===== src/design/ooo_params.svh =====
`ifndef OOO_PARAMS_SVH
`define OOO_PARAMS_SVH

// reorder buffer size, one word per entry
`define OOO_ROB_DEPTH 16

// tag indexes the rob, so log2 of the depth
`define OOO_TAG_W 4

// x0..x31
`define OOO_REG_W 5

`define OOO_DATA_W 32

// shared by memory addresses and the redirect pc
`define OOO_ADDR_W 32

`endif

===== src/design/ooo_pkg.sv =====
`include "ooo_params.svh"

package ooo_pkg;

    typedef logic [`OOO_TAG_W-1:0] rob_tag_t;
    typedef logic [`OOO_REG_W-1:0] reg_name_t;

    // front end request, one per granted alloc
    typedef struct packed {
        reg_name_t rd;
        logic      is_store;
        logic      pred_taken;
    } alloc_req_t;

    // result from an execution unit
    typedef struct packed {
        rob_tag_t               tag;
        logic [`OOO_DATA_W-1:0] data;
        logic                   taken;  // actual branch direction
        logic [`OOO_ADDR_W-1:0] target;
    } exec_wb_t;

    typedef struct packed {
        rob_tag_t               tag;
        logic [`OOO_ADDR_W-1:0] addr;
        logic [`OOO_DATA_W-1:0] data;
    } store_exec_t;

    // retired register write toward the register file
    typedef struct packed {
        rob_tag_t               tag;
        reg_name_t              rd;
        logic [`OOO_DATA_W-1:0] data;
    } commit_t;

    typedef struct packed {
        logic [`OOO_ADDR_W-1:0] addr;
        logic [`OOO_DATA_W-1:0] data;
    } mem_write_t;

endpackage


===== src/design/ooo_backend.sv =====
`include "ooo_params.svh"

module ooo_backend (
    input  logic                   clk,
    input  logic                   rst,
    input  logic                   alloc_en,
    input  ooo_pkg::alloc_req_t    alloc,
    input  logic                   wb_en,
    input  ooo_pkg::exec_wb_t      wb,
    input  logic                   st_en,
    input  ooo_pkg::store_exec_t   st,
    input  ooo_pkg::reg_name_t     lookup_rs,
    output ooo_pkg::rob_tag_t      alloc_tag,
    output logic                   rob_full,
    output logic                   lookup_busy,
    output ooo_pkg::rob_tag_t      lookup_tag,
    output logic                   commit_en,
    output ooo_pkg::commit_t       commit,
    output logic                   mem_wr_en,
    output ooo_pkg::mem_write_t    mem_wr,
    output logic                   redirect,
    output logic [`OOO_ADDR_W-1:0] redirect_pc
);
    import ooo_pkg::*;

    logic      alloc_grant;
    logic      retire_en;
    rob_tag_t  retire_tag;
    reg_name_t retire_rd;
    logic      store_release;
    rob_tag_t  release_tag;
    logic      store_done;
    logic      flush;

    rob i_rob (
        .clk, .rst,
        .alloc_en, .alloc, .wb_en, .wb,
        .st_en, .st_tag(st.tag),  // same strobe completes the store entry
        .store_done,
        .alloc_tag, .rob_full, .alloc_grant,
        .retire_en, .retire_tag, .retire_rd,
        .commit_en, .commit,
        .store_release, .release_tag,
        .redirect, .redirect_pc, .flush
    );

    rename_table i_rename_table (
        .clk, .rst, .flush,
        .alloc_grant, .alloc_tag, .alloc_rd(alloc.rd),
        .retire_en, .retire_tag, .retire_rd,
        .lookup_rs, .lookup_busy, .lookup_tag
    );

    store_queue i_store_queue (
        .clk, .rst, .flush,
        .st_en, .st,
        .store_release, .release_tag,
        .mem_wr_en, .mem_wr, .store_done
    );

endmodule


===== src/design/store_queue.sv =====
`include "ooo_params.svh"

module store_queue (
    input  logic                clk,
    input  logic                rst,
    input  logic                flush,
    input  logic                st_en,
    input  ooo_pkg::store_exec_t st,
    input  logic                store_release,
    input  ooo_pkg::rob_tag_t   release_tag,
    output logic                mem_wr_en,
    output ooo_pkg::mem_write_t mem_wr,
    output logic                store_done
);
    import ooo_pkg::*;

    // one slot per rob tag
    logic [`OOO_ROB_DEPTH-1:0] valid_q;
    logic [`OOO_ADDR_W-1:0]    addr_q [`OOO_ROB_DEPTH];
    logic [`OOO_DATA_W-1:0]    data_q [`OOO_ROB_DEPTH];

    mem_write_t slot_rd;

    assign slot_rd = '{addr: addr_q[release_tag], data: data_q[release_tag]};

    always_ff @(posedge clk) begin
        if (rst || flush) begin
            valid_q <= '0;
        end else begin
            if (st_en) begin
                valid_q[st.tag] <= 1'b1;
            end
            if (store_release) begin
                valid_q[release_tag] <= 1'b0;  // slot already read out
            end
        end
    end

    always_ff @(posedge clk) begin
        if (st_en) begin
            addr_q[st.tag] <= st.addr;
            data_q[st.tag] <= st.data;
        end
    end

    always_ff @(posedge clk) begin
        if (rst) begin
            mem_wr_en <= 1'b0;
        end else begin
            mem_wr_en <= store_release;
        end
    end

    always_ff @(posedge clk) begin
        if (store_release) begin
            mem_wr <= slot_rd;
        end
    end

    // rob frees the head store on this
    assign store_done = mem_wr_en;

    a_release_valid: assert property (@(posedge clk) disable iff (rst)
        store_release |-> valid_q[release_tag]);

endmodule


===== src/design/rename_table.sv =====
`include "ooo_params.svh"

module rename_table (
    input  logic               clk,
    input  logic               rst,
    input  logic               flush,
    input  logic               alloc_grant,
    input  ooo_pkg::rob_tag_t  alloc_tag,
    input  ooo_pkg::reg_name_t alloc_rd,
    input  logic               retire_en,
    input  ooo_pkg::rob_tag_t  retire_tag,
    input  ooo_pkg::reg_name_t retire_rd,
    input  ooo_pkg::reg_name_t lookup_rs,
    output logic               lookup_busy,
    output ooo_pkg::rob_tag_t  lookup_tag
);
    import ooo_pkg::*;

    logic [(2 ** `OOO_REG_W)-1:0] busy_q;
    rob_tag_t                     tag_q [2 ** `OOO_REG_W];

    logic alloc_set;
    logic retire_clr;

    assign alloc_set = alloc_grant && (alloc_rd != '0);  // x0 stays free

    // a younger producer keeps the register busy
    assign retire_clr = retire_en && busy_q[retire_rd] && (tag_q[retire_rd] == retire_tag);

    always_ff @(posedge clk) begin
        if (rst || flush) begin
            busy_q <= '0;
        end else begin
            if (retire_clr) begin
                busy_q[retire_rd] <= 1'b0;
            end
            // allocation wins on the same register
            if (alloc_set) begin
                busy_q[alloc_rd] <= 1'b1;
            end
        end
    end

    always_ff @(posedge clk) begin
        if (alloc_set) begin
            tag_q[alloc_rd] <= alloc_tag;
        end
    end

    assign lookup_busy = busy_q[lookup_rs];
    assign lookup_tag  = tag_q[lookup_rs];

    a_alloc_wins: assert property (@(posedge clk) disable iff (rst || flush)
        alloc_set && retire_en && (retire_rd == alloc_rd)
        |=> busy_q[$past(alloc_rd)] && (tag_q[$past(alloc_rd)] == $past(alloc_tag)));

endmodule


===== src/design/rob.sv =====
`include "ooo_params.svh"

module rob (
    input  logic                   clk,
    input  logic                   rst,
    input  logic                   alloc_en,
    input  ooo_pkg::alloc_req_t    alloc,
    input  logic                   wb_en,
    input  ooo_pkg::exec_wb_t      wb,
    input  logic                   st_en,
    input  ooo_pkg::rob_tag_t      st_tag,
    input  logic                   store_done,
    output ooo_pkg::rob_tag_t      alloc_tag,
    output logic                   rob_full,
    output logic                   alloc_grant,
    output logic                   retire_en,
    output ooo_pkg::rob_tag_t      retire_tag,
    output ooo_pkg::reg_name_t     retire_rd,
    output logic                   commit_en,
    output ooo_pkg::commit_t       commit,
    output logic                   store_release,
    output ooo_pkg::rob_tag_t      release_tag,
    output logic                   redirect,
    output logic [`OOO_ADDR_W-1:0] redirect_pc,
    output logic                   flush
);
    import ooo_pkg::*;

    // per entry state
    logic [`OOO_ROB_DEPTH-1:0] occ_q;
    logic [`OOO_ROB_DEPTH-1:0] done_q;
    logic [`OOO_ROB_DEPTH-1:0] store_q;
    logic [`OOO_ROB_DEPTH-1:0] pred_q;
    logic [`OOO_ROB_DEPTH-1:0] taken_q;
    reg_name_t                 rd_q     [`OOO_ROB_DEPTH];
    logic [`OOO_DATA_W-1:0]    data_q   [`OOO_ROB_DEPTH];
    logic [`OOO_ADDR_W-1:0]    target_q [`OOO_ROB_DEPTH];

    rob_tag_t            rd_ptr;
    rob_tag_t            wr_ptr;
    logic [`OOO_TAG_W:0] count_q;
    logic [`OOO_TAG_W:0] count_next;
    logic                st_pending;  // store released, waiting for store_done

    logic head_ready;
    logic reg_retire;
    logic st_start;
    logic free_head;
    logic wb_ok;
    logic st_ok;

    function automatic rob_tag_t ptr_inc(input rob_tag_t p);
        if (p == rob_tag_t'(`OOO_ROB_DEPTH - 1)) begin
            return '0;
        end
        return p + 1'b1;
    endfunction

    // nothing is accepted while the redirect is up
    assign alloc_grant = alloc_en && !rob_full && !redirect;
    assign alloc_tag   = wr_ptr;
    assign wb_ok       = wb_en && !redirect;
    assign st_ok       = st_en && !redirect;

    assign head_ready = occ_q[rd_ptr] && done_q[rd_ptr];
    assign reg_retire = head_ready && !store_q[rd_ptr] && !redirect;
    assign st_start   = head_ready && store_q[rd_ptr] && !st_pending && !redirect;
    assign free_head  = reg_retire || store_done;  // store frees on done

    assign retire_en  = free_head;
    assign retire_tag = rd_ptr;
    assign retire_rd  = rd_q[rd_ptr];

    assign flush = redirect;

    always_comb begin
        count_next = count_q;
        if (alloc_grant && !free_head) begin
            count_next = count_q + 1'b1;
        end else if (!alloc_grant && free_head) begin
            count_next = count_q - 1'b1;
        end
    end

    always_ff @(posedge clk) begin
        if (rst || redirect) begin
            occ_q      <= '0;
            done_q     <= '0;
            rd_ptr     <= '0;
            wr_ptr     <= '0;
            count_q    <= '0;
            rob_full   <= 1'b0;
            st_pending <= 1'b0;
        end else begin
            if (alloc_grant) begin
                occ_q[wr_ptr]  <= 1'b1;
                done_q[wr_ptr] <= 1'b0;
                wr_ptr         <= ptr_inc(wr_ptr);
            end
            if (wb_ok) begin
                done_q[wb.tag] <= 1'b1;
            end
            if (st_ok) begin
                done_q[st_tag] <= 1'b1;
            end
            if (free_head) begin
                occ_q[rd_ptr]  <= 1'b0;
                done_q[rd_ptr] <= 1'b0;
                rd_ptr         <= ptr_inc(rd_ptr);
            end
            if (st_start) begin
                st_pending <= 1'b1;
            end else if (store_done) begin
                st_pending <= 1'b0;
            end
            count_q  <= count_next;
            rob_full <= (count_next == (`OOO_TAG_W + 1)'(`OOO_ROB_DEPTH));
        end
    end

    always_ff @(posedge clk) begin
        if (alloc_grant) begin
            rd_q[wr_ptr]    <= alloc.rd;
            store_q[wr_ptr] <= alloc.is_store;
            pred_q[wr_ptr]  <= alloc.pred_taken;
        end
        if (wb_ok) begin
            data_q[wb.tag]   <= wb.data;
            taken_q[wb.tag]  <= wb.taken;
            target_q[wb.tag] <= wb.target;
        end
    end

    // retirement strobes, one cycle each
    always_ff @(posedge clk) begin
        if (rst) begin
            commit_en     <= 1'b0;
            redirect      <= 1'b0;
            store_release <= 1'b0;
        end else begin
            commit_en     <= reg_retire;
            redirect      <= reg_retire && (pred_q[rd_ptr] != taken_q[rd_ptr]);
            store_release <= st_start;
        end
    end

    always_ff @(posedge clk) begin
        if (reg_retire) begin
            commit      <= '{tag: rd_ptr, rd: rd_q[rd_ptr], data: data_q[rd_ptr]};
            redirect_pc <= target_q[rd_ptr];
        end
        if (st_start) begin
            release_tag <= rd_ptr;
        end
    end

    // results only land on live entries
    a_wb_live: assert property (@(posedge clk) disable iff (rst)
        (wb_ok |-> occ_q[wb.tag]) and (st_ok |-> occ_q[st_tag]));

    a_done_pending: assert property (@(posedge clk) disable iff (rst)
        store_done |-> st_pending);

    // count based full flag must agree with the slot bits
    a_grant_free: assert property (@(posedge clk) disable iff (rst)
        alloc_grant |-> !occ_q[wr_ptr]);

endmodule


===== config.mk =====
export PLATFORM = sky130hd
export DESIGN_NAME = ooo_backend
export DESIGN_NICKNAME = d
export VERILOG_FILES = /design/src/design/ooo_pkg.sv /design/src/design/ooo_backend.sv /design/src/design/store_queue.sv /design/src/design/rename_table.sv /design/src/design/rob.sv
export VERILOG_INCLUDE_DIRS = /design/src /design/src/design
export SDC_FILE = /design/constraint.sdc
export NUM_CORES = 2
export LEC_CHECK = 0
export ABC_AREA = 1
export BUFFER_PORTS_ARGS = -buffer_cell sky130_fd_sc_hd__buf_2
export CAP_MARGIN = 10
export CORE_UTILIZATION = 55
export DETAILED_ROUTE_END_ITERATION = 8
export PLACE_DENSITY = 0.77
export REMOVE_ABC_BUFFERS = 1
export SYNTH_ARGS = -nofsm -noshare
export SYNTH_HDL_FRONTEND = slang
export SYNTH_SLANG_ARGS = --single-unit

===== constraint.sdc =====
create_clock -name clk -period 14.9 [get_ports clk]
set_input_delay 0 -clock clk [delete_from_list [all_inputs] [get_ports clk]]
set_output_delay 0 -clock clk [all_outputs]
set_load 0.005 [all_outputs]

==> reports/results.tsv <==
metric	value	unit
status	completed	
relSlewSlack	13.5	%
grt_overflow_total	0	
num_rows	156	
critical_path.max_fanout	85	
worstMarginPinSlew	1.30	ns
viasPerCell	6.10	
layout-drive-gt1-share	9.86	%
r2r_slack	9.54	ns
synth_area	0.101	sq mm
p_per_area	127	mW/mm^2
fin_crit	5.36	ns
dpl.hpwl	133000	um
gp_congestion	0.920	
yosys-top-cells-count	edfxtp_1, o21ai_0, nor2_1	
p_sw_share	21.0	%
ys_types	39	
yosysMostFrequentCell	edfxtp_1	
grt_pass1_wl	385000	um
power.leakage	40.0	nW
dpl-instance-area	0.104	sq mm
wl_per_cell	24.4	um
criticalPathCategory	reg2reg	
clkTransAtPathRegs	0.06	ns
cts_tree	done	
startpoint_type	register	
design_area	0.114	sq mm
antenna_found_initial	29	
grt_max_degree	263	
final_nets	8246	
crit_required	15.58	ns
netlist_instances	7720	
htreeDepth	4	
finalHoldViolCount	0	
hp-class	in2reg	
r2r_cells	22	
drc_errors	0	
portBuffers	303	
cp.arrival	6.04	ns
start_util	55.6	%
first_iter_violations	8148	
fin_crit_sh	35.9	%
yosysSeqAreaShare	74.6	%
ir_drop	0.000118	V
async_flop_share	0	%
die_h	430	um
first_global_vias	63100	
max_clock_freq	187	MHz
die_w	430	um
maxSlewViolCount	0	
synth_edf_count	2445	
cts_sinks	2532	
die_area	0.185	sq mm
fin_util	63.0	%
clk_path_buf_depth	3	
finClkSkew	0.0565	ns
cts_setup_buffers	0	
pwr-share-clk	41.7	%
p_comb_share	3.7	%
n_fill_cell	12800	
hold-path-cell-count	2	
ant_nets	0	
firstDrtPassIters	8	
yosysTopAreaCell	edfxtp_1	
synthFlopType	edfxtp_1	
rsz0062_at_grt	false	
wirelength	260000	um
yosys_warnings	0	
power_frac_seq	54.6	%
hp-start	wb[54]	
grt.total_usage	27.7	%
core	0.181	sq mm
postCtsResizedCells	0	
reg2reg_to	i_rename_table.busy_q[17]	
clk_latency	0.89	ns
area_growth	13.5	%
syn_area_per_cell	13.0	sq um
vias	65200	
internal_power	0.0115	W
synth.top_cell.area_share	72.9	%
drv_cap	0	
boundaryPins	304	
cts-buffers-inserted	238	
cp-end-kind	register	
switchingPower	0.00306	W
synth.area.top_cells	edfxtp_1, o21ai_0, nor2_1, nand2_1, mux2i_1	
hold_end	i_rob.data_q[9][21]	
clockRootBuffer	clkbuf_16	
synth-seq-cells	2532	
setup_viol	0	
==> timing repair <==
item / 4_1_cts / 5_1_grt
setup endpoints to repair: 0 / 0
endpoints found under the hold margin: 2415 / 0
hold buffers: 197 / 0
==> through the flow <==
stage	power (W)	hold WS (ns)	setup WS (ns)	instances	setup TNS, ns
2_1_floorplan	0.00835	0.0678	-13.84	7240	-2993.13
3_3_place_gp	0.00855	0.319	9.90	10000	0
3_5_place_dp	0.00857	0.319	9.78	10000	0
4_1_cts	0.0146	0.000761	9.73	10700	0
5_1_grt	0.0149	0.0328	9.08	10700	0
6_report	0.0145	0.0452	9.54	10700	0
==> registers in the layout (all words and copies together) (netlist names), 32 cells and up, named ones only <==
register               cells
i_rename_table.busy_q     32
i_rename_table.tag_q     128
i_rob.commit              41
i_rob.data_q             512
i_rob.rd_q                80
i_rob.redirect_pc         32
i_rob.target_q           512
i_store_queue.addr_q     512
i_store_queue.data_q     512
i_store_queue.mem_wr      64
==> layer usage <==
layer  vias up  routed length (um)  global-route usage (%)
li1      29000                   -                       -
met1     32000               97600                    36.0
met2      3527              127000                    45.9
met3       707               22600                    4.19
met4        12               12800                    13.4
met5         -                  86                       0
==> critical path, cell delays in order (launching register included) <==
cell,delay [ns]
dfxtp_1,0.29
buf_4,0.25
inv_2,0.50
nand2_1,0.12
nand2_1,0.09
nand2_1,0.05
nand3_1,0.14
nand3_4,0.42
nand2_4,0.58
buf_4,0.71
o21ai_0,0.17
nand2_1,0.10
nand2_1,0.06
nand2_1,0.06
nand2_1,0.05
nor2_1,0.24
nand2_1,0.10
nand2_1,0.06
nand2_1,0.09
nor2_4,0.61
nand4_1,0.19
nand2_1,0.11
a21oi_1,0.06
==> cells in the final DEF (no fill, tap or decap), types with 33 or more instances in the layout <==
master,Yosys,layout
nor2_1,806,775
buf_2,22,303
nor2_4,2,33
nand4_1,99,99
dlygate4sd3_1,0,197
clkinv_2,0,51
o22ai_1,271,271
clkinv_1,5,61
clkbuf_16,0,240
edfxtp_1,2445,2445
nand2_1,798,798
a21oi_1,387,387
nand3_1,160,160
clkbuf_1,389,40
mux2i_1,256,256
o21ai_0,1037,1037
o211ai_1,261,261
inv_1,494,489
nand3b_1,33,33
buf_4,11,98
dfxtp_1,87,81
==> area by class of cell <==
type / count / area [sq um] / share of cell area (%)
clock inverter: 163 / 1690 / 1.48
timing repair buffer: 602 / 4300 / 3.77
clock buffer: 282 / 6180 / 5.41
sequential: 2532 / 75200 / 65.8
inverter: 507 / 1940 / 1.69
tap: 2370 / 2970 / 2.59
antenna: 20 / 50.0 / 0.0438
multi-input combinational: 4201 / 22000 / 19.2
==> power by group through the flow <==
| stage | Clock, W | Combinational, W | Sequential, W |
|---|---|---|---|
| 6_report | 0.00606 | 0.000535 | 0.00795 |
| 3_3_place_gp | 0 | 0.000458 | 0.00809 |
| 4_1_cts | 0.00611 | 0.000524 | 0.00795 |
| 3_5_place_dp | 0 | 0.000473 | 0.00810 |
| 5_1_grt | 0.00639 | 0.000578 | 0.00795 |
| 2_1_floorplan | 0 | 0.000244 | 0.00811 |
==> worst max path at each step <==
stage | cells past startpoint | to | slack (ns)
final | 22 | i_rename_table.busy_q[17] | 9.54
after detailed placement | 21 | i_rename_table.busy_q[12] | 9.78
after CTS | 21 | i_rename_table.busy_q[17] | 9.73
after global placement | 22 | i_rename_table.busy_q[14] | 9.90
after global routing | 21 | i_rename_table.busy_q[13] | 9.08
after floorplan | 8 | i_rob.commit[0] | -13.84
==> cells by family (layout without fill, tap and decap cells) <==
family                   Yosys count  count (layout)  share of synthesized area [%]
AND/OR/NAND/NOR                 1930            1930                           7.85
AO/OA/AOI/OAI                   1992            1992                           10.9
buffers and inverters            990            1554                           3.83
XOR/XNOR                           9               9                         0.0783
flip-flops                      2532            2532                           74.6
multiplexers                     256             256                           2.54
other                              1              24                        0.00372
adder cells (fa/ha/maj)           10              10                          0.124
Note: power is estimated with default switching activity, not from simulation.
